$ cat src/common/l1_consts.svh
/*
 * Word, line and address field widths of the L1 miss path
 */

`ifndef L1_CONSTS_SVH
`define L1_CONSTS_SVH

// ====================
// Data widths
// ====================

`define L1_WORD_W       32
`define L1_LINE_WORDS   8

// ====================
// Address fields
// ====================

// Word address, low to high: offset, index, tag
`define L1_OFFSET_W     3
`define L1_INDEX_W      7
`define L1_TAG_W        14

`endif

$ cat src/common/l1_pkg.sv
/*
 * Cache line, request, response and bus types
 * Tag and valid check with word select on a line
 */

`include "l1_consts.svh"

package l1_pkg;

    // ====================
    // Cache line
    // ====================

    // Layout {data, tag, valid} with valid in bit 0, 271 bits in all
    typedef struct packed {
        logic [`L1_LINE_WORDS-1:0][`L1_WORD_W-1:0] data;
        logic [`L1_TAG_W-1:0]                      tag;
        logic                                      valid;
    } l1_line_t;

    // ====================
    // Requests and results
    // ====================

    typedef struct packed {
        logic [`L1_WORD_W-1:0] addr;
    } fetch_req_t;

    typedef struct packed {
        logic [`L1_WORD_W-1:0] addr;
        logic [`L1_WORD_W-1:0] wdata;
        logic                  we;
    } data_req_t;

    // One access on the backing-memory bus
    typedef struct packed {
        logic [`L1_WORD_W-1:0] addr;
        logic [`L1_WORD_W-1:0] data;
        logic                  we;
    } bus_req_t;

    // Hit is set only when the line supplied the word
    typedef struct packed {
        logic [`L1_WORD_W-1:0] word;
        logic                  hit;
    } word_rsp_t;

    // Tag compare and valid check, plus the word picked by the offset
    function automatic word_rsp_t line_match(input l1_line_t line,
                                             input logic [`L1_WORD_W-1:0] addr);
        word_rsp_t              res;
        logic [`L1_TAG_W-1:0]    tag;
        logic [`L1_OFFSET_W-1:0] offset;
        tag    = addr[`L1_OFFSET_W + `L1_INDEX_W +: `L1_TAG_W];
        offset = addr[`L1_OFFSET_W-1:0];
        res.hit  = line.valid && (line.tag == tag);
        res.word = line.data[offset];
        return res;
    endfunction

endpackage

$ cat src/l1_miss/data_miss_unit.sv
/*
 * Data-side L1d lookup with miss fetch and write-through
 * All bus traffic goes through the shared arbiter
 */

`timescale 1ns/1ns

`include "l1_consts.svh"

module data_miss_unit (
    input  logic                    clk,
    input  logic                    reset,

    // Request and result
    input  logic                    req_valid,
    input  l1_pkg::data_req_t       req,
    output logic                    rsp_valid,
    output l1_pkg::word_rsp_t       rsp,

    // L1d line port, read one cycle after the index
    output logic [`L1_INDEX_W-1:0]  index,
    input  l1_pkg::l1_line_t        line,

    // Toward the bus arbiter
    output logic                    need_bus,
    output l1_pkg::bus_req_t        bus_req,
    input  logic                    bus_done,
    input  logic [`L1_WORD_W-1:0]   bus_result
);

    import l1_pkg::*;

    typedef enum logic [2:0] {
        ST_IDLE,
        ST_INDEX,
        ST_COMPARE,
        ST_WAIT_BUS,
        ST_RESPOND
    } state_t;

    state_t    state;
    data_req_t held;
    logic      slot_busy;
    logic      write_now;
    word_rsp_t lookup;
    word_rsp_t rsp_q;

    req_slot #(
        .payload_t (data_req_t)
    ) u_slot (
        .clk        (clk),
        .reset      (reset),
        .load       (req_valid),
        .payload_in (req),
        .clear      (rsp_valid),
        .payload    (held),
        .busy       (slot_busy)
    );

    assign index  = held.addr[`L1_OFFSET_W +: `L1_INDEX_W];
    assign lookup = line_match(line, held.addr);

    // A write skips the lookup and asks for the bus right away
    assign write_now = (state == ST_INDEX) && slot_busy && held.we;

    // ====================
    // Miss / write FSM
    // ====================

    always_ff @(posedge clk) begin
        if (reset) begin
            state <= ST_IDLE;
        end else begin
            case (state)
                ST_IDLE: begin
                    if (req_valid) begin
                        state <= ST_INDEX;
                    end
                end
                ST_INDEX: begin
                    if (write_now) begin
                        state <= ST_WAIT_BUS;
                    end else if (slot_busy) begin
                        state <= ST_COMPARE;
                    end
                end
                ST_COMPARE:  state <= lookup.hit ? ST_RESPOND : ST_WAIT_BUS;
                ST_WAIT_BUS: if (bus_done) state <= ST_RESPOND;
                default:     state <= ST_IDLE;
            endcase
        end
    end

    always_ff @(posedge clk) begin
        if (state == ST_COMPARE && lookup.hit) begin
            rsp_q <= lookup;
        end else if (state == ST_WAIT_BUS && bus_done) begin
            // Write-through result is whatever the memory returns
            rsp_q.word <= bus_result;
            rsp_q.hit  <= 1'b0;
        end
    end

    // Held steady from the first asking cycle until bus_done
    assign need_bus     = (state == ST_WAIT_BUS) || write_now;
    assign bus_req.addr = held.addr;
    assign bus_req.data = held.we ? held.wdata : '0;
    assign bus_req.we   = held.we;

    assign rsp_valid = (state == ST_RESPOND);
    assign rsp       = rsp_q;

endmodule

$ cat src/l1_miss/fetch_miss_unit.sv
/*
 * Instruction-side L1i lookup with miss fetch over the shared bus
 */

`timescale 1ns/1ns

`include "l1_consts.svh"

module fetch_miss_unit (
    input  logic                    clk,
    input  logic                    reset,

    // Request and result
    input  logic                    req_valid,
    input  l1_pkg::fetch_req_t      req,
    output logic                    rsp_valid,
    output l1_pkg::word_rsp_t       rsp,

    // L1i line port, read one cycle after the index
    output logic [`L1_INDEX_W-1:0]  index,
    input  l1_pkg::l1_line_t        line,

    // Toward the bus arbiter
    output logic                    need_bus,
    output l1_pkg::bus_req_t        bus_req,
    input  logic                    bus_done,
    input  logic [`L1_WORD_W-1:0]   bus_result
);

    import l1_pkg::*;

    typedef enum logic [2:0] {
        ST_IDLE,
        ST_INDEX,
        ST_COMPARE,
        ST_WAIT_BUS,
        ST_RESPOND
    } state_t;

    state_t     state;
    fetch_req_t held;
    logic       slot_busy;
    word_rsp_t  lookup;
    word_rsp_t  rsp_q;

    req_slot #(
        .payload_t (fetch_req_t)
    ) u_slot (
        .clk        (clk),
        .reset      (reset),
        .load       (req_valid),
        .payload_in (req),
        .clear      (rsp_valid),
        .payload    (held),
        .busy       (slot_busy)
    );

    // Line select comes straight from the held address
    assign index  = held.addr[`L1_OFFSET_W +: `L1_INDEX_W];
    assign lookup = line_match(line, held.addr);

    // ====================
    // Miss FSM
    // ====================

    always_ff @(posedge clk) begin
        if (reset) begin
            state <= ST_IDLE;
        end else begin
            case (state)
                ST_IDLE:     if (req_valid) state <= ST_INDEX;
                ST_INDEX:    if (slot_busy) state <= ST_COMPARE;
                ST_COMPARE:  state <= lookup.hit ? ST_RESPOND : ST_WAIT_BUS;
                ST_WAIT_BUS: if (bus_done) state <= ST_RESPOND;
                default:     state <= ST_IDLE;
            endcase
        end
    end

    // Result word, from the line on a hit or from the bus on a miss
    always_ff @(posedge clk) begin
        if (state == ST_COMPARE && lookup.hit) begin
            rsp_q <= lookup;
        end else if (state == ST_WAIT_BUS && bus_done) begin
            rsp_q.word <= bus_result;
            rsp_q.hit  <= 1'b0;
        end
    end

    assign need_bus     = (state == ST_WAIT_BUS);
    assign bus_req.addr = held.addr;
    assign bus_req.data = '0;
    assign bus_req.we   = 1'b0;

    assign rsp_valid = (state == ST_RESPOND);
    assign rsp       = rsp_q;

endmodule

$ cat src/l1_miss/l1_miss_top.sv
/*
 * L1 miss path top level with both units and the bus arbiter
 */

`timescale 1ns/1ns

`include "l1_consts.svh"

module l1_miss_top (
    input  logic                    clk,
    input  logic                    reset,

    // ====================
    // Fetch port
    // ====================
    input  logic                    fetch_req_valid,
    input  l1_pkg::fetch_req_t      fetch_req,
    output logic                    fetch_rsp_valid,
    output l1_pkg::word_rsp_t       fetch_rsp,

    // ====================
    // Data port
    // ====================
    input  logic                    data_req_valid,
    input  l1_pkg::data_req_t       data_req,
    output logic                    data_rsp_valid,
    output l1_pkg::word_rsp_t       data_rsp,

    // ====================
    // Line ports
    // ====================
    output logic [`L1_INDEX_W-1:0]  l1i_index,
    input  l1_pkg::l1_line_t        l1i_line,
    output logic [`L1_INDEX_W-1:0]  l1d_index,
    input  l1_pkg::l1_line_t        l1d_line,

    // ====================
    // Memory bus
    // ====================
    output logic                    mem_start,
    output l1_pkg::bus_req_t        mem_req,
    input  logic                    mem_done,
    input  logic [`L1_WORD_W-1:0]   mem_result
);

    import l1_pkg::*;

    logic     fetch_need;
    bus_req_t fetch_bus_req;
    logic     fetch_done;
    logic     data_need;
    bus_req_t data_bus_req;
    logic     data_done;

    fetch_miss_unit u_fetch (
        .clk        (clk),
        .reset      (reset),
        .req_valid  (fetch_req_valid),
        .req        (fetch_req),
        .rsp_valid  (fetch_rsp_valid),
        .rsp        (fetch_rsp),
        .index      (l1i_index),
        .line       (l1i_line),
        .need_bus   (fetch_need),
        .bus_req    (fetch_bus_req),
        .bus_done   (fetch_done),
        .bus_result (mem_result)
    );

    data_miss_unit u_data (
        .clk        (clk),
        .reset      (reset),
        .req_valid  (data_req_valid),
        .req        (data_req),
        .rsp_valid  (data_rsp_valid),
        .rsp        (data_rsp),
        .index      (l1d_index),
        .line       (l1d_line),
        .need_bus   (data_need),
        .bus_req    (data_bus_req),
        .bus_done   (data_done),
        .bus_result (mem_result)
    );

    bus_arbiter u_arbiter (
        .clk       (clk),
        .reset     (reset),
        .d_need    (data_need),
        .d_req     (data_bus_req),
        .d_done    (data_done),
        .i_need    (fetch_need),
        .i_req     (fetch_bus_req),
        .i_done    (fetch_done),
        .mem_start (mem_start),
        .mem_req   (mem_req),
        .mem_done  (mem_done)
    );

endmodule

$ cat src/bus_arbiter.sv
/*
 * Fixed-priority owner of the backing-memory bus
 * Data side first, grant held until the done strobe
 */

`timescale 1ns/1ns

module bus_arbiter (
    input  logic              clk,
    input  logic              reset,

    // Data side
    input  logic              d_need,
    input  l1_pkg::bus_req_t  d_req,
    output logic              d_done,

    // Instruction side
    input  logic              i_need,
    input  l1_pkg::bus_req_t  i_req,
    output logic              i_done,

    // Backing memory
    output logic              mem_start,
    output l1_pkg::bus_req_t  mem_req,
    input  logic              mem_done
);

    import l1_pkg::*;

    typedef enum logic [1:0] {
        OWN_IDLE,
        OWN_DATA,
        OWN_INSTR
    } owner_t;

    owner_t owner;
    logic   start_q;

    // ====================
    // Grant
    // ====================

    always_ff @(posedge clk) begin
        if (reset) begin
            owner   <= OWN_IDLE;
            start_q <= 1'b0;
        end else begin
            start_q <= 1'b0;
            case (owner)
                OWN_IDLE: begin
                    // Data serves the older instruction
                    if (d_need) begin
                        owner   <= OWN_DATA;
                        start_q <= 1'b1;
                    end else if (i_need) begin
                        owner   <= OWN_INSTR;
                        start_q <= 1'b1;
                    end
                end
                default: begin
                    if (mem_done) begin
                        owner <= OWN_IDLE;
                    end
                end
            endcase
        end
    end

    // Requests are held steady by the owner until its done strobe
    assign mem_start = start_q;
    assign mem_req   = (owner == OWN_INSTR) ? i_req : d_req;

    // Route the done strobe back to whoever owns the bus
    assign d_done = mem_done && (owner == OWN_DATA);
    assign i_done = mem_done && (owner == OWN_INSTR);

endmodule

$ cat src/req_slot.sv
/*
 * Single-entry request holder, type-parameterized on the payload
 */

`timescale 1ns/1ns

module req_slot #(
    parameter type payload_t = logic
) (
    input  logic     clk,
    input  logic     reset,

    // Capture side
    input  logic     load,
    input  payload_t payload_in,

    // Result returned, slot may be reused
    input  logic     clear,

    output payload_t payload,
    output logic     busy
);

    payload_t payload_q;
    logic     busy_q;

    // Payload register, written only on capture
    always_ff @(posedge clk) begin
        if (load) begin
            payload_q <= payload_in;
        end
    end

    // Load wins over clear so a back-to-back request is not lost
    always_ff @(posedge clk) begin
        if (reset) begin
            busy_q <= 1'b0;
        end else if (load) begin
            busy_q <= 1'b1;
        end else if (clear) begin
            busy_q <= 1'b0;
        end
    end

    assign payload = payload_q;
    assign busy    = busy_q;

endmodule

$ cat config.mk
export PLATFORM = sky130hd
export DESIGN_NAME = l1_miss_top
export DESIGN_NICKNAME = d
export VERILOG_FILES = /design/src/common/l1_pkg.sv /design/src/l1_miss/data_miss_unit.sv /design/src/l1_miss/fetch_miss_unit.sv /design/src/l1_miss/l1_miss_top.sv /design/src/bus_arbiter.sv /design/src/req_slot.sv
export VERILOG_INCLUDE_DIRS = /design/src /design/src/common
export SDC_FILE = /design/constraint.sdc
export NUM_CORES = 1
export LEC_CHECK = 0
export BUFFER_PORTS_ARGS = -buffer_cell sky130_fd_sc_hd__buf_2
export CORE_AREA = 2 2 325 327
export CTS_BUF_LIST = sky130_fd_sc_hd__clkbuf_4 sky130_fd_sc_hd__clkbuf_8
export DETAILED_ROUTE_END_ITERATION = 8
export DIE_AREA = 0 0 327 329
export PLACE_DENSITY = 0.36
export RECOVER_POWER = 100
export SYNTH_ARGS = -nofsm -noshare
export SYNTH_HDL_FRONTEND = slang
export SYNTH_SLANG_ARGS = --single-unit
$ cat constraint.sdc
create_clock -name clk -period 3.45 [get_ports clk]
set_input_delay 0.345 -clock clk [delete_from_list [all_inputs] [get_ports clk]]
set_output_delay 0.345 -clock clk [all_outputs]
set_load 0.05 [all_outputs]
# ---- Word-level counts from Yosys, hierarchy flattened
# Index checks and enable logic that the tools add are counted.
dict set report word_totals {
  register_bits 174
  input_bits 676
  output_inout_bits 148
  word_cells 90
}
dict set report classes {
  n_lt_le_gt_ge 2
  eq_ne 19
  mux 31
  n_bitwise 1
  reduce_logical 23
}
# op n
set ops {}
lappend ops {{32-bit binary-select mux with 3-bit select} 2}
lappend ops {{33-bit two-way mux} 4}
lappend ops {{32-bit two-way mux} 3}
lappend ops {{65-bit two-way mux} 1}
lappend ops {{14-bit == test} 2}
lappend ops {{3-bit two-way mux} 9}
lappend ops {{3-bit case mux with 4 select lines} 2}
lappend ops {{3-bit by 2-bit == test with 1-bit output, second input constant} 4}
lappend ops {{1-bit logical AND} 10}
lappend ops {{2-bit nonzero test} 5}
lappend ops {{3-bit by 4-bit less-than comparator with 1-bit output, second input constant} 2}
lappend ops {{2-bit two-way mux} 4}
lappend ops {{3-bit by 1-bit == test with 1-bit output, second input constant} 2}
lappend ops {{3-bit == test, second input constant} 2}
lappend ops {{3-bit logical NOT} 2}
lappend ops {{1-bit two-way mux} 6}
lappend ops {{2-bit inequality test, second input constant} 3}
lappend ops {{3-bit AND reduction} 2}
lappend ops {{2-bit by 1-bit inequality test with 1-bit output, second input constant} 2}
lappend ops {{3-bit by 2-bit inequality test with 1-bit output, second input constant} 1}
lappend ops {{3-bit inequality test, second input constant} 1}
lappend ops {{2-bit by 1-bit == test with 1-bit output, second input constant} 1}
lappend ops {{2-bit == test, second input constant} 1}
lappend ops {{2-bit logical NOT} 1}
lappend ops {{4 further kinds} 4}

# ---- Depth between registers and ports, before layout
# Gate-level depths: netlist of run 1.
dict set report depth {
  depth_word 6
  ltp_mapped 5
  depth_no_buf 4
}

# ---- Hierarchy
# From an unflattened synthesis of run 1, not the netlist that was laid out.
dict set report unflattened {
  cells_unflattened 738
  area_unflattened_um2 12092.8
}
# mod n_inst cells_per_inst area_per_inst_um2 seq_area_each_um2
set by_module_without_submodules {}
lappend by_module_without_submodules {fetch_miss_unit 1 275 4031.4 1051.0}
lappend by_module_without_submodules {data_miss_unit 1 271 3942.5 1051.0}
lappend by_module_without_submodules {{req_slot (u_data.u_slot)} 1 69 1990.7 1971.9}
lappend by_module_without_submodules {bus_arbiter 1 87 1128.6 60.1}
lappend by_module_without_submodules {{req_slot (u_fetch.u_slot)} 1 36 999.7 980.9}

# ---- Worst setup path after synthesis of run 1
# Ideal clock, no wire load.
dict set report synth_timing {
  kind {reg-to-reg}
  start {register u_data.u_slot.payload_q (netlist bit u_data.u_slot.payload[55])}
  end {register u_data.rsp_q (netlist bit u_data.rsp[0]) (enable)}
  setup_ns 0.391
  arrival_time_ns 2.027
  required_time_ns 3.059
  setup_slack_ns 1.033
  path_stages_with_launch 5
  path_buffers 0
  synth_period_minus_slack_ns 2.417
  path_cell_list {edfxtp_1 xnor2_1 nand4_1 or4_1 nand2_1}
}
dict set report synth_between {
  elab_chain_cells 4
}
# element line_no
set synth_rtl {}
lappend synth_rtl {{from (decl)} req_slot.sv:24} ;# payload_t payload_q;
lappend synth_rtl {{from (signal assigned)} req_slot.sv:30} ;# payload_q <= payload_in;
lappend synth_rtl {{14-bit == test} l1_pkg.sv:56} ;# res.hit = line.valid && (line.tag == tag);
lappend synth_rtl {{1-bit logical AND} l1_pkg.sv:56}
lappend synth_rtl {{1-bit logical AND} data_miss_unit.sv:95} ;# if (state == ST_COMPARE && lookup.hit) begin
lappend synth_rtl {{2-bit nonzero test (no line)} n/a}
lappend synth_rtl {{to (signal assigned)} data_miss_unit.sv:96} ;# rsp_q <= lookup;
lappend synth_rtl {{to (decl)} data_miss_unit.sv:46} ;# word_rsp_t rsp_q;
# No other way between the ends.
# A chain may end at the register's enable or synchronous reset.

# ---- Final worst setup path of run 1
dict set report layout_timing {
  start {register u_data.u_slot.payload_q (netlist bit u_data.u_slot.payload[33])}
  end {register u_data.rsp_q (netlist bit u_data.rsp[27]) (data pin)}
}
dict set report layout_between {
  elab_chain_cells 3
}
# element line_no
set layout_rtl {}
lappend layout_rtl {{32-bit binary-select mux with 3-bit select} l1_pkg.sv:57} ;# res.word = line.data[offset];
lappend layout_rtl {{32-bit two-way mux (not written as such)} l1_pkg.sv:57}
lappend layout_rtl {{33-bit two-way mux} data_miss_unit.sv:95}
# No other way between the ends. The select of a mux whose other input is x is not followed.

==> results of run 1 <==
layout by cell type (no fill, tap or decap), drive strengths merged:
cell	synthesis	layout
buf	46	673
clkbuf	25	185
edfxtp	163	163
mux4	128	128
mux2	128	128
dlygate4sd3	0	112
nand2	101	101
and3	33	33
xnor2	28	28
inv	6	14
dfxtp	11	11
diode	0	9
nand4	9	9
clkinv	0	6
nand3	5	5
a21oi	5	5
nand2b	5	5
nor2	4	4
nor4	4	4
or4	3	3
nor3b	3	3
a21boi	2	2
and2	2	2
nor2b	2	2
o21ai	2	2
nor3	1	1
nand4b	1	1
o211ai	1	1
o22ai	1	1
a22oi	1	1
o32ai	1	1
o2111a	1	1
a41o	1	1
or3	1	1
o31a	1	1
o221a	1	1
a21o	1	1
a32oi	1	1
a2111oi	1	1
bufinv	0	1
state kept, by name, indices dropped and copies added, names as in the netlist, 2 cells and up:
| name | count |
|---|---|
| u_arbiter.owner | 2 |
| u_data.state | 3 |
| u_fetch.rsp | 33 |
| u_fetch.state | 3 |
| u_data.rsp | 33 |
| u_data.u_slot.payload | 65 |
| u_fetch.u_slot.payload | 32 |
per-stage QoR:
step | utilization (%) | instance area (µm²)
detailed placement | 16.3 | 17000
CTS | 17.8 | 18500
floorplan | - | 11300
global route | 17.5 | 18300
finish | 17.5 | 18300
global placement | 16.3 | 17000
metal layers:
layer	GRT usage, %	part of all wire (%)	vias up
met5	0	0.22	-
met4	3.15	2.2	24
met3	4.53	8.4	109
met2	23.3	54	547
met1	12.6	36	5187
li1	-	-	4753
repair_timing:
item                                    in CTS  in global routing
endpoints found under the hold margin      129                  0
hold buffers                               112                  0
endpoints found under the setup margin       0                  0
power by group:
group | internal, mW | switching, mW
sequential | 2.42 | 0.0654
clock | 0.623 | 1.07
combinational | 0.903 | 0.938
total | 3.95 | 2.08
how the worst max path moves through the flow:
stage                                   to  slack [ns]  cells after the start
2_1_floorplan  u_data.rsp[0]$_SDFFCE_PP0P_        1.03                      4
3_3_place_gp       u_data.rsp[5]$_DFFE_PP_        0.80                      6
3_5_place_dp       u_data.rsp[5]$_DFFE_PP_        0.82                      6
4_1_cts                         mem_req[7]        0.22                      4
5_1_grt                        mem_req[19]        0.10                      4
6_report          u_data.rsp[27]$_DFFE_PP_        0.33                      4
final cells by class:
type	count	area share (%)
Sequential cell	174	28.0
Antenna cell	9	0.123
Clock buffer	17	1.28
Timing Repair Buffer	953	28.7
Inverter	6	0.123
Clock inverter	15	1.06
Multi-Input combinational cell	478	31.2
Tap cell	1391	9.52
kinds of logic (layout without fill, tap and decap cells):
group | after synthesis | in the layout
other cells | 0 | 9
mux | 256 | 256
simple gates | 174 | 174
buf+inv | 77 | 991
flops | 174 | 174
xor+xnor | 28 | 28
compound gates | 20 | 20
==> summary.txt, run 1 <==
Detailed routing
  – Via count: 10600
  – Vias per Instance: 3.49
  – Final ANT Viol Nets: 0
  – WL final: 68400 µm
  – Initial drt markers: 420
  – Routed wire length per instance: between 20 and 25 µm
  – DRT Pass-1 Iters: 7
  – Drt drc: 0

Logic synthesis
  – Post-synth EDFFs: 163
  – Synthesized net count: 1405
  – Simple logic cell fraction of the synthesized area: 7.68%
  – Count of different cell masters after synthesis: 46
  – Post-Synth Adder-Cell Area: 0%
  – Compound-Gate Fraction of Synth Area: around 1.3%
  – Syn Area/Cell: 15.5 µm²
  – XOR/XNOR Fraction of Synth Area: 2.17%
  – Most frequent cell after synthesis: edfxtp_1
  – Yosys top cell area share: 43.2%
  – Register area share after synthesis: 45.2%
  – Synth top cells by count: edfxtp_1, mux4_2, nand2_1
  – Post-Syn Area: approximately 11000 µm²
  – Largest family of logic cells by synthesized area: multiplexers
  – Mux cell area share after synthesis: about two fifths
  – Ys Warns: 0
  – Synth top area cells: edfxtp_1, mux4_2, mux2_2
  – Cells after Synth: ~730
  – Main synth FF type: edfxtp_1
  – Asr flop ratio synth: 0%
  – Synth Register Bits: 174
  – Leading area contributor after synthesis: edfxtp_1

CTS
  – Worst-Skew Late Latency: 0.59 ns
  – H-tree level count: 4
  – CTS tree: built
  – Num CTS Buffers: 17
  – Clock buffer depth: 2
  – Post CTS Setup Buffer Count: 0
  – Reg clk slew, reported paths: 0.14 ns
  – CTS Root Cell: clkbuf_8
  – Post_cts resized: 0
  – # clock sinks: 174

Power and ir drop
  – VDD IR max: 275 µV
  – LEAKAGE: about 7.4 nW
  – Pwr/cell area: 329 nW/µm²
  – Pwr Total: about 6 mW

Job
  – # Max-Cap Violations: 2

Hold path
  – Hold Path Class: input port to register
  – Hold path endpoint: u_fetch.rsp[7]$_DFFE_PP_
  – Hold Path Cell Cnt: 2
  – Hold path startpoint: mem_result[6]

Global routing
  – Initial antenna violation count: 58
  – First-pass GRT wire length: 90100 µm
  – Vias in the first global route: 11800
  – Overflow after GRT: 0
  – Largest net degree at the start of global routing: 66
  – Overall routing resource usage: between 10% and 20%

Worst setup path
  – Worst r2r path cells: 4
  – Crit path cell chain: clkbuf_4 -> mux4_2 -> mux2_1 -> mux2_4
  – Critical Path AT: roughly 3.5 ns
  – Req. time, crit path: 3.79 ns
  – Largest stage delay on the critical path: 0.90 ns
  – R2R Path End: u_data.rsp[27]$_DFFE_PP_
  – Reg2Reg Setup Slack: between 0.3 and 0.4 ns
  – Crit path capture type: register
  – Critical path launch point: u_data.u_slot.payload[33]$_DFFE_PP_
  – Startpoint Class: register
  – Slowest CP cell: clkbuf_4
  – Bufs and invs on worst path: 1
  – R2R Path Start: u_data.u_slot.payload[33]$_DFFE_PP_
  – Crit path kind: register to register
  – Crit-path leading delay family: multiplexers
  – Critical Path Fanout Max: 50

STA
  – Setup Total Neg Slack: 0 ns
  – Slew Limit Fails: 63
  – Slew HR: -78.9%
  – Worst-Margin Slew: around 2.7 ns
  – Fin Clk Skew: 0.0312 ns
  – Finish-stage setup viols: 0
  – Final min period: 3.12 ns
  – Hold Vio Cnt, Final: 0
  – Post-route setup slack: around 0.33 ns
  – Crit share post-route: 90.5%
  – WHS: 0.0993 ns
  – RSZ-0062 raised after global routing: false
  – Fmax: 320 MHz

Floorplan
  – Io pins: 824
  – Core Rows: 119
  – Die W: about 330 µm
  – Core area: 104000 µm²
  – Initial Util: a little over a tenth
  – Die H: ~330 µm
  – Die Footprint: 108000 µm²

Layout
  – FF+latch area: about 5100 µm²
  – Final-stage net count: 2306
  – Final cell count without fillers: 3043
  – Area grow syn2layout: 61.5%
  – Multi-input combinational cell area: 5700 µm²
  – Fraction of layout cells with a size suffix above 1: 59.1%
  – FILL cells: 11700

Outcome
  – Violated checks: capacitance limit, slew limit
  – Status: complete, but fails checks

Placed design
  – Routability cong.: 0.917
  – I/O Buffers: 823
  – DP HPWL: 57500 µm
  – Pre-CTS WS: 0.817 ns
  – Placed insts: between 2000 and 3000
Note: power is estimated with default switching activity, not from simulation.
==> inputs of run 2 (changes only) <==
ABC_AREA = 1   (was not set)
PLACE_DENSITY = 0.37   (was 0.36)
==> summary.txt, run 2 <==
Worst setup path
  – Crit path kind: register to output pin
  – Crit path cell chain: buf_12 -> nand2_1 -> nand2_1 -> clkbuf_1
  – Critical Path AT: 2.72 ns (-0.74 ns)
  – Crit-path leading delay family: buffers and inverters
  – Startpoint Class: register
  – Slowest CP cell: edfxtp_1
  – Crit path capture type: output pin
  – Critical Path Fanout Max: 126 (+150%)
  – Cell mode on critical path: nand2_1
  – Largest stage delay on the critical path: 0.54 ns (-0.36 ns)
  – Req. time, crit path: 3.11 ns (-0.68 ns)
  – Bufs and invs on worst path: 2 (+1)

Floorplan
  – Core area: 104000 µm² (unchanged)
  – Core Rows: 119 (unchanged)
  – Io pins: 824 (unchanged)
  – Die Footprint: 108000 µm² (unchanged)
  – Die H: 329 µm (unchanged)
  – Die W: 327 µm (unchanged)
  – Initial Util: 11.5% (+0.70 points)

Layout
  – Area grow syn2layout: 55.8%
  – Fraction of layout cells with a size suffix above 1: 32.1% (-27 points)
  – Final-stage net count: 3005 (+30%)
  – FILL cells: 12100 (+3.5%)
  – Most common cell after layout, fill and taps aside: buf_2
  – Most frequent cells in the layout: buf_2, nand2_1, inv_1
  – Post-layout util: 18.0% (+0.46 points)
  – Largest register FFs: 65 (unchanged)

Logic synthesis
  – Post-Synth Adder-Cell Area: 0% (unchanged)
  – Synthesized net count: 2153 (+53%)
  – Post-Syn Area: 12000 µm² (+6.4%)
  – Count of different cell masters after synthesis: 29 (-37%)
  – Compound-Gate Fraction of Synth Area: 21.7% (+20 points)
  – Synth top cells by count: nand2_1, inv_1, edfxtp_1
  – Simple logic cell fraction of the synthesized area: 13.3% (+5.6 points)
  – Leading area contributor after synthesis: edfxtp_1
  – Cells after Synth: 1477 (+100%)
  – Syn Area/Cell: 8.16 µm² (-47%)
  – Mux cell area share after synthesis: 10.6% (-29 points)
  – XOR/XNOR Fraction of Synth Area: 0.436% (-1.7 points)
  – Ys Warns: 0 (unchanged)
  – Most frequent cell after synthesis: nand2_1
  – Main synth FF type: edfxtp_1
  – Yosys top cell area share: 40.6% (-2.6 points)
  – Synth top area cells: edfxtp_1, mux2i_1, nand2_1
  – Synth Register Bits: 174 (unchanged)
  – Register area share after synthesis: 42.5% (-2.7 points)
  – Asr flop ratio synth: 0% (unchanged)
  – Post-synth EDFFs: 163 (unchanged)
  – Largest family of logic cells by synthesized area: compound AO/OA/AOI/OAI gates

CTS
  – CTS Root Cell: clkbuf_8
  – Clock buffer depth: 2 (unchanged)
  – Post_cts resized: 0 (unchanged)
  – Cts-stage hold buffer count: 105 (-6.3%)
  – Reg clk slew, reported paths: 0.15 ns (about the same)
  – H-tree level count: 4 (unchanged)
  – Post CTS Setup Buffer Count: 0 (unchanged)
  – Worst-Skew Late Latency: 0.61 ns (+0.02 ns)
  – CTS tree: built
  – # clock sinks: 174 (unchanged)
  – Num CTS Buffers: 17 (unchanged)

Detailed routing
  – DRT Pass-1 Iters: 6 (-1)
  – Final ANT Viol Nets: 0 (unchanged)
  – WL final: 79400 µm (+16%)
  – Via count: 13700 (+29%)
  – Initial drt markers: 568 (+35%)
  – Drt drc: 0 (unchanged)
  – Vias per Instance: 3.67 (+5.1%)
  – Routed wire length per instance: 21.2 µm (-5.4%)

Placed design
  – DP HPWL: 66600 µm (+16%)
  – Pre-CTS WS: 1.04 ns (+0.226 ns)
  – Routability cong.: 0.816 (-11%)
  – I/O Buffers: 823 (unchanged)

Job
  – # Max-Cap Violations: 1 (-1)

STA
  – RSZ-0062 raised after global routing: false
  – Worst-Margin Slew: 2.87 ns (+0.182 ns)
  – Slew Limit Fails: 47 (-25%)
  – Hold Vio Cnt, Final: 0 (unchanged)
  – Slew HR: -91.0% (-12 points)
  – Setup Total Neg Slack: 0 ns (unchanged)
  – Fin Clk Skew: 0.0389 ns (+0.00765 ns)
  – Crit share post-route: 89.0% (-1.5 points)
  – Finish-stage setup viols: 0 (unchanged)
  – Post-route setup slack: 0.381 ns (+0.0525 ns)
  – Final min period: 3.07 ns (-0.0525 ns)
  – Fmax: 326 MHz (+1.7%)

Outcome
  – Status: complete, but fails checks
  – Violated checks: capacitance limit, slew limit

Global routing
  – Vias in the first global route: 14000 (+19%)
  – Overall routing resource usage: 14.2% (+1.9 points)
  – Largest net degree at the start of global routing: 127 (+92%)
  – First-pass GRT wire length: 105000 µm (+17%)
  – Initial antenna violation count: 11 (-81%)
  – Overflow after GRT: 0 (unchanged)

Power and ir drop
  – Pwr Total: 6.59 mW (+9.4%)
  – VDD IR max: 270 µV (-1.9%)
  – Pwr/cell area: 351 nW/µm² (+6.6%)
  – LEAKAGE: 8.64 nW (+17%)

Hold path
  – Hold Path Class: input port to register
## run 2: kinds of logic after synthesis
family	after synthesis
AOI/OAI and AO/OA	453
xor gates and xnor gates	6
muxes	128
and+or+nand+nor	407
DFF	174
buffers and inverters	309
## run 2: worst paths after layout
kind	startpoint	end	slack, ns	cells after the start
worst max-delay path	u_data.u_slot.payload[33]$_DFFE_PP_	mem_req[33]	0.38	4
worst min-delay path	mem_result[21]	u_fetch.rsp[22]$_DFFE_PP_	0.08	3
worst max register to register	u_fetch.u_slot.payload[12]$_DFFE_PP_	u_fetch.rsp[21]$_DFFE_PP_	0.50	6
worst min register to register	u_fetch.u_slot.busy$_SDFFE_PP0P_	u_fetch.u_slot.busy$_SDFFE_PP0P_	0.48	2
## run 2: routing by layer
| layer | up-vias | track usage [%] | routed length, µm |
|---|---|---|---|
| met2 | 537 | 27.1 | 42500 |
| met5 | - | 0 | 27 |
| met4 | 4 | 3.15 | 1270 |
| met3 | 54 | 4.51 | 5780 |
| met1 | 6321 | 15.0 | 29700 |
| li1 | 6788 | - | - |
## run 2: per-stage QoR
stage	hold WS [ns]	area, µm²	cells
floorplan	0.414	12000	1477
global placement	0.458	17500	3596
detailed placement	0.463	17500	3596
CTS	0.00416	19000	3733
global route	0.0260	18800	3734
finish	0.0850	18800	3735
## run 2: where the power goes
part | internal [mW] | switching [mW] | total, mW
clock | 0.547 | 1.06 | 1.61
sequential | 2.44 | 0.0785 | 2.52
combinational | 0.813 | 1.64 | 2.46
## run 2: worst min-delay path, stage by stage
cell,delay [ns]
buf_2,0.13
nand2_1,0.06
o21ai_0,0.06
## run 2: final cells by class
cell class,instances,area [µm²],share of cell area [%]
sequential,174,5110,27.3
multi-input combinational,994,5580,29.7
inverter,186,698,3.72
timing repair buffer,956,5240,27.9
clock buffer,18,241,1.29
antenna,2,5.00,0.0267
clock inverter,14,143,0.760
tap,1391,1740,9.27
==> inputs of run 3 (changes only) <==
ABC_AREA = not set   (was 1)
CAP_MARGIN = 25   (was not set)
CORE_AREA = 2 2 324 326   (was 2 2 325 327)
DIE_AREA = 0 0 326 328   (was 0 0 327 329)
PLACE_DENSITY = 0.36   (was 0.37)
==> summary.txt, run 3 (same netlist as run 1, synthesis figures left out) <==
Detailed routing
  – Via count: 10600 (-23%)
  – DRT Pass-1 Iters: 5 (-1)
  – WL final: 69700 µm (-12%)
  – Drt drc: 0 (unchanged)
  – Final ANT Viol Nets: 0 (unchanged)
  – Initial drt markers: 538 (-5.3%)
  – Routed wire length per instance: 23.0 µm (+8.1%)
  – Vias per Instance: 3.49 (-4.9%)

Worst setup path
  – Slowest CP cell: buf_2
  – Req. time, crit path: 3.78 ns (+0.67 ns)
  – Bufs and invs on worst path: 1 (-1)
  – Critical Path AT: 3.31 ns (+0.59 ns)
  – Crit path capture type: register
  – Crit path kind: register to register
  – Startpoint Class: register
  – Critical Path Fanout Max: 32 (-75%)
  – Crit-path leading delay family: buffers and inverters
  – Largest stage delay on the critical path: 0.95 ns (+0.41 ns)
  – Crit path cell chain: xnor2_1 -> nand4_1 -> nor4_4 -> buf_2 -> mux2_2

Layout
  – Fraction of layout cells with a size suffix above 1: 59.5% (+27 points)
  – Final-stage net count: 2306 (-23%)
  – Largest register FFs: 65 (unchanged)
  – Post-layout util: 17.6% (-0.38 points)
  – Area grow syn2layout: 60.5%
  – Final cell count without fillers: 3032 (-19%)
  – Most common cell after layout, fill and taps aside: buf_2
  – Most frequent cells in the layout: buf_2, edfxtp_1, clkbuf_1
  – FILL cells: 11500 (-4.5%)

CTS
  – Cts-stage hold buffer count: 112 (+6.7%)
  – Reg clk slew, reported paths: 0.12 ns (-0.03 ns)
  – CTS Root Cell: clkbuf_8
  – Post_cts resized: 0 (unchanged)
  – # clock sinks: 174 (unchanged)
  – Num CTS Buffers: 17 (unchanged)
  – Post CTS Setup Buffer Count: 0 (unchanged)
  – Clock buffer depth: 2 (unchanged)
  – H-tree level count: 4 (unchanged)
  – CTS tree: built
  – Worst-Skew Late Latency: 0.60 ns (about the same)

Global routing
  – Met2 global-route usage: 21.3% (-5.8 points)
  – Overall routing resource usage: 12.6% (-1.6 points)
  – Initial antenna violation count: 37 (+26)
  – Vias in the first global route: 11600 (-17%)
  – First-pass GRT wire length: 92700 µm (-12%)
  – Overflow after GRT: 0 (unchanged)
  – Largest net degree at the start of global routing: 66 (-48%)
  – Met3 GRT Util: 4.64% (+0.13 points)
  – Busiest grt layer: met2
  – GR Util met1: 14.7% (-0.25 points)

STA
  – Crit share post-route: 86.4% (-2.6 points)
  – Fin Clk Skew: 0.0265 ns (-0.0124 ns)
  – Fmax: 336 MHz (+3.0%)
  – Final min period: 2.98 ns (-0.0888 ns)
  – Setup Total Neg Slack: 0 ns (unchanged)
  – Slew HR: -64.2% (+27 points)
  – Finish-stage setup viols: 0 (unchanged)
  – RSZ-0062 raised after global routing: false
  – Hold Vio Cnt, Final: 0 (unchanged)
  – Worst-Margin Slew: 2.46 ns (-0.403 ns)
  – Slew Limit Fails: 71 (+51%)
  – Post-route setup slack: 0.469 ns (+0.0888 ns)

Power and ir drop
  – Internal power: 3.86 mW (+1.6%)
  – Pwr/cell area: 325 nW/µm² (-7.4%)
  – Combinational share of power: 32.0% (-5.3 points)
  – Sw Ratio: 34.6% (-7.7 points)
  – Seq pwr share: 42.0% (+3.7 points)
  – Clk pwr share: 26.0% (+1.6 points)
  – LEAKAGE: 7.32 nW (-15%)
  – Sw Pwr: 2.04 mW (-27%)
  – Pwr Total: 5.90 mW (-10%)
  – VDD IR max: 289 µV (+7.1%)

Floorplan
  – Die Footprint: 107000 µm² (-0.61%)
  – Die W: 326 µm (-0.31%)
  – Core Rows: 118 (-0.84%)
  – Die H: 328 µm (-0.30%)
  – Core area: 103000 µm² (-1.1%)
  – Io pins: 824 (unchanged)
  – Initial Util: 11.0% (-0.57 points)

Placed design
  – Routability cong.: 0.911 (+12%)
  – Pre-CTS WS: 0.726 ns (-0.317 ns)
  – I/O Buffers: 823 (unchanged)
  – Placed insts: 2879 (-20%)
  – DP HPWL: 58000 µm (-13%)

Outcome
  – Status: complete, but fails checks
  – Violated checks: capacitance limit, slew limit

Hold path
  – Hold Path Class: input port to register

Job
  – # Max-Cap Violations: 2 (+1)
## run 3: cell types whose count changed in the layout (fill, tap and decap cells not counted), moves of 96 or more
cell,change
a21oi_1,-130
o211ai_1,-124
o21ai_0,-174
mux4_2,+120
mux2i_1,-128
nand2_1,-195
mux2_2,+96
inv_1,-178
## run 3: cell type report
| cell class | instances | area (µm²) | share of cell area, % |
|---|---|---|---|
| multi-input combinational | 478 | 5630 | 31.0 |
| timing repair buffer | 953 | 5280 | 29.1 |
| sequential | 174 | 5110 | 28.2 |
| tap | 1380 | 1730 | 9.50 |
| clock buffer | 18 | 241 | 1.33 |
| clock inverter | 14 | 130 | 0.716 |
| inverter | 6 | 22.5 | 0.124 |
| antenna | 9 | 22.5 | 0.124 |
## run 3: power groups by stage
stage | clock [mW] | sequential, mW | combinational, mW
after floorplan | 0 | 2.51 | 1.07
after global placement | 0 | 2.52 | 1.84
after detailed placement | 0 | 2.53 | 1.85
after CTS | 1.68 | 2.48 | 1.97
after global routing | 1.73 | 2.49 | 2.02
final | 1.53 | 2.48 | 1.89
## run 3: final timing paths
path,startpoint,to,slack [ns],cells after the start
worst max-delay path,u_fetch.u_slot.payload[10]$_DFFE_PP_,u_fetch.rsp[14]$_DFFE_PP_,0.47,5
worst max register to register,u_fetch.u_slot.payload[10]$_DFFE_PP_,u_fetch.rsp[14]$_DFFE_PP_,0.47,5
worst min-delay path,mem_result[5],u_data.rsp[6]$_DFFE_PP_,0.10,2
worst min register to register,u_fetch.u_slot.busy$_SDFFE_PP0P_,u_fetch.u_slot.busy$_SDFFE_PP0P_,0.51,2
## run 3: per-layer routing
metal / up-vias / part of all wire, %
met5: - / 0.14
met4: 16 / 2.0
met3: 61 / 8.4
met2: 569 / 50
met1: 5187 / 40
li1: 4751 / -
## run 3: metrics by stage
stage / hold slack [ns] / cell area, µm²
finish: 0.104 / 18200
CTS: 0.0119 / 18500
floorplan: 0.444 / 11300
global placement: 0.488 / 17000
detailed placement: 0.486 / 17000
global route: 0.0163 / 18200
## run 3: worst register-to-register path, stage by stage (launching register included)
cell and delay [ns]:
edfxtp_1 0.42, xnor2_1 0.26, nand4_1 0.27, nor4_4 0.32, buf_2 0.95, mux2_2 0.52
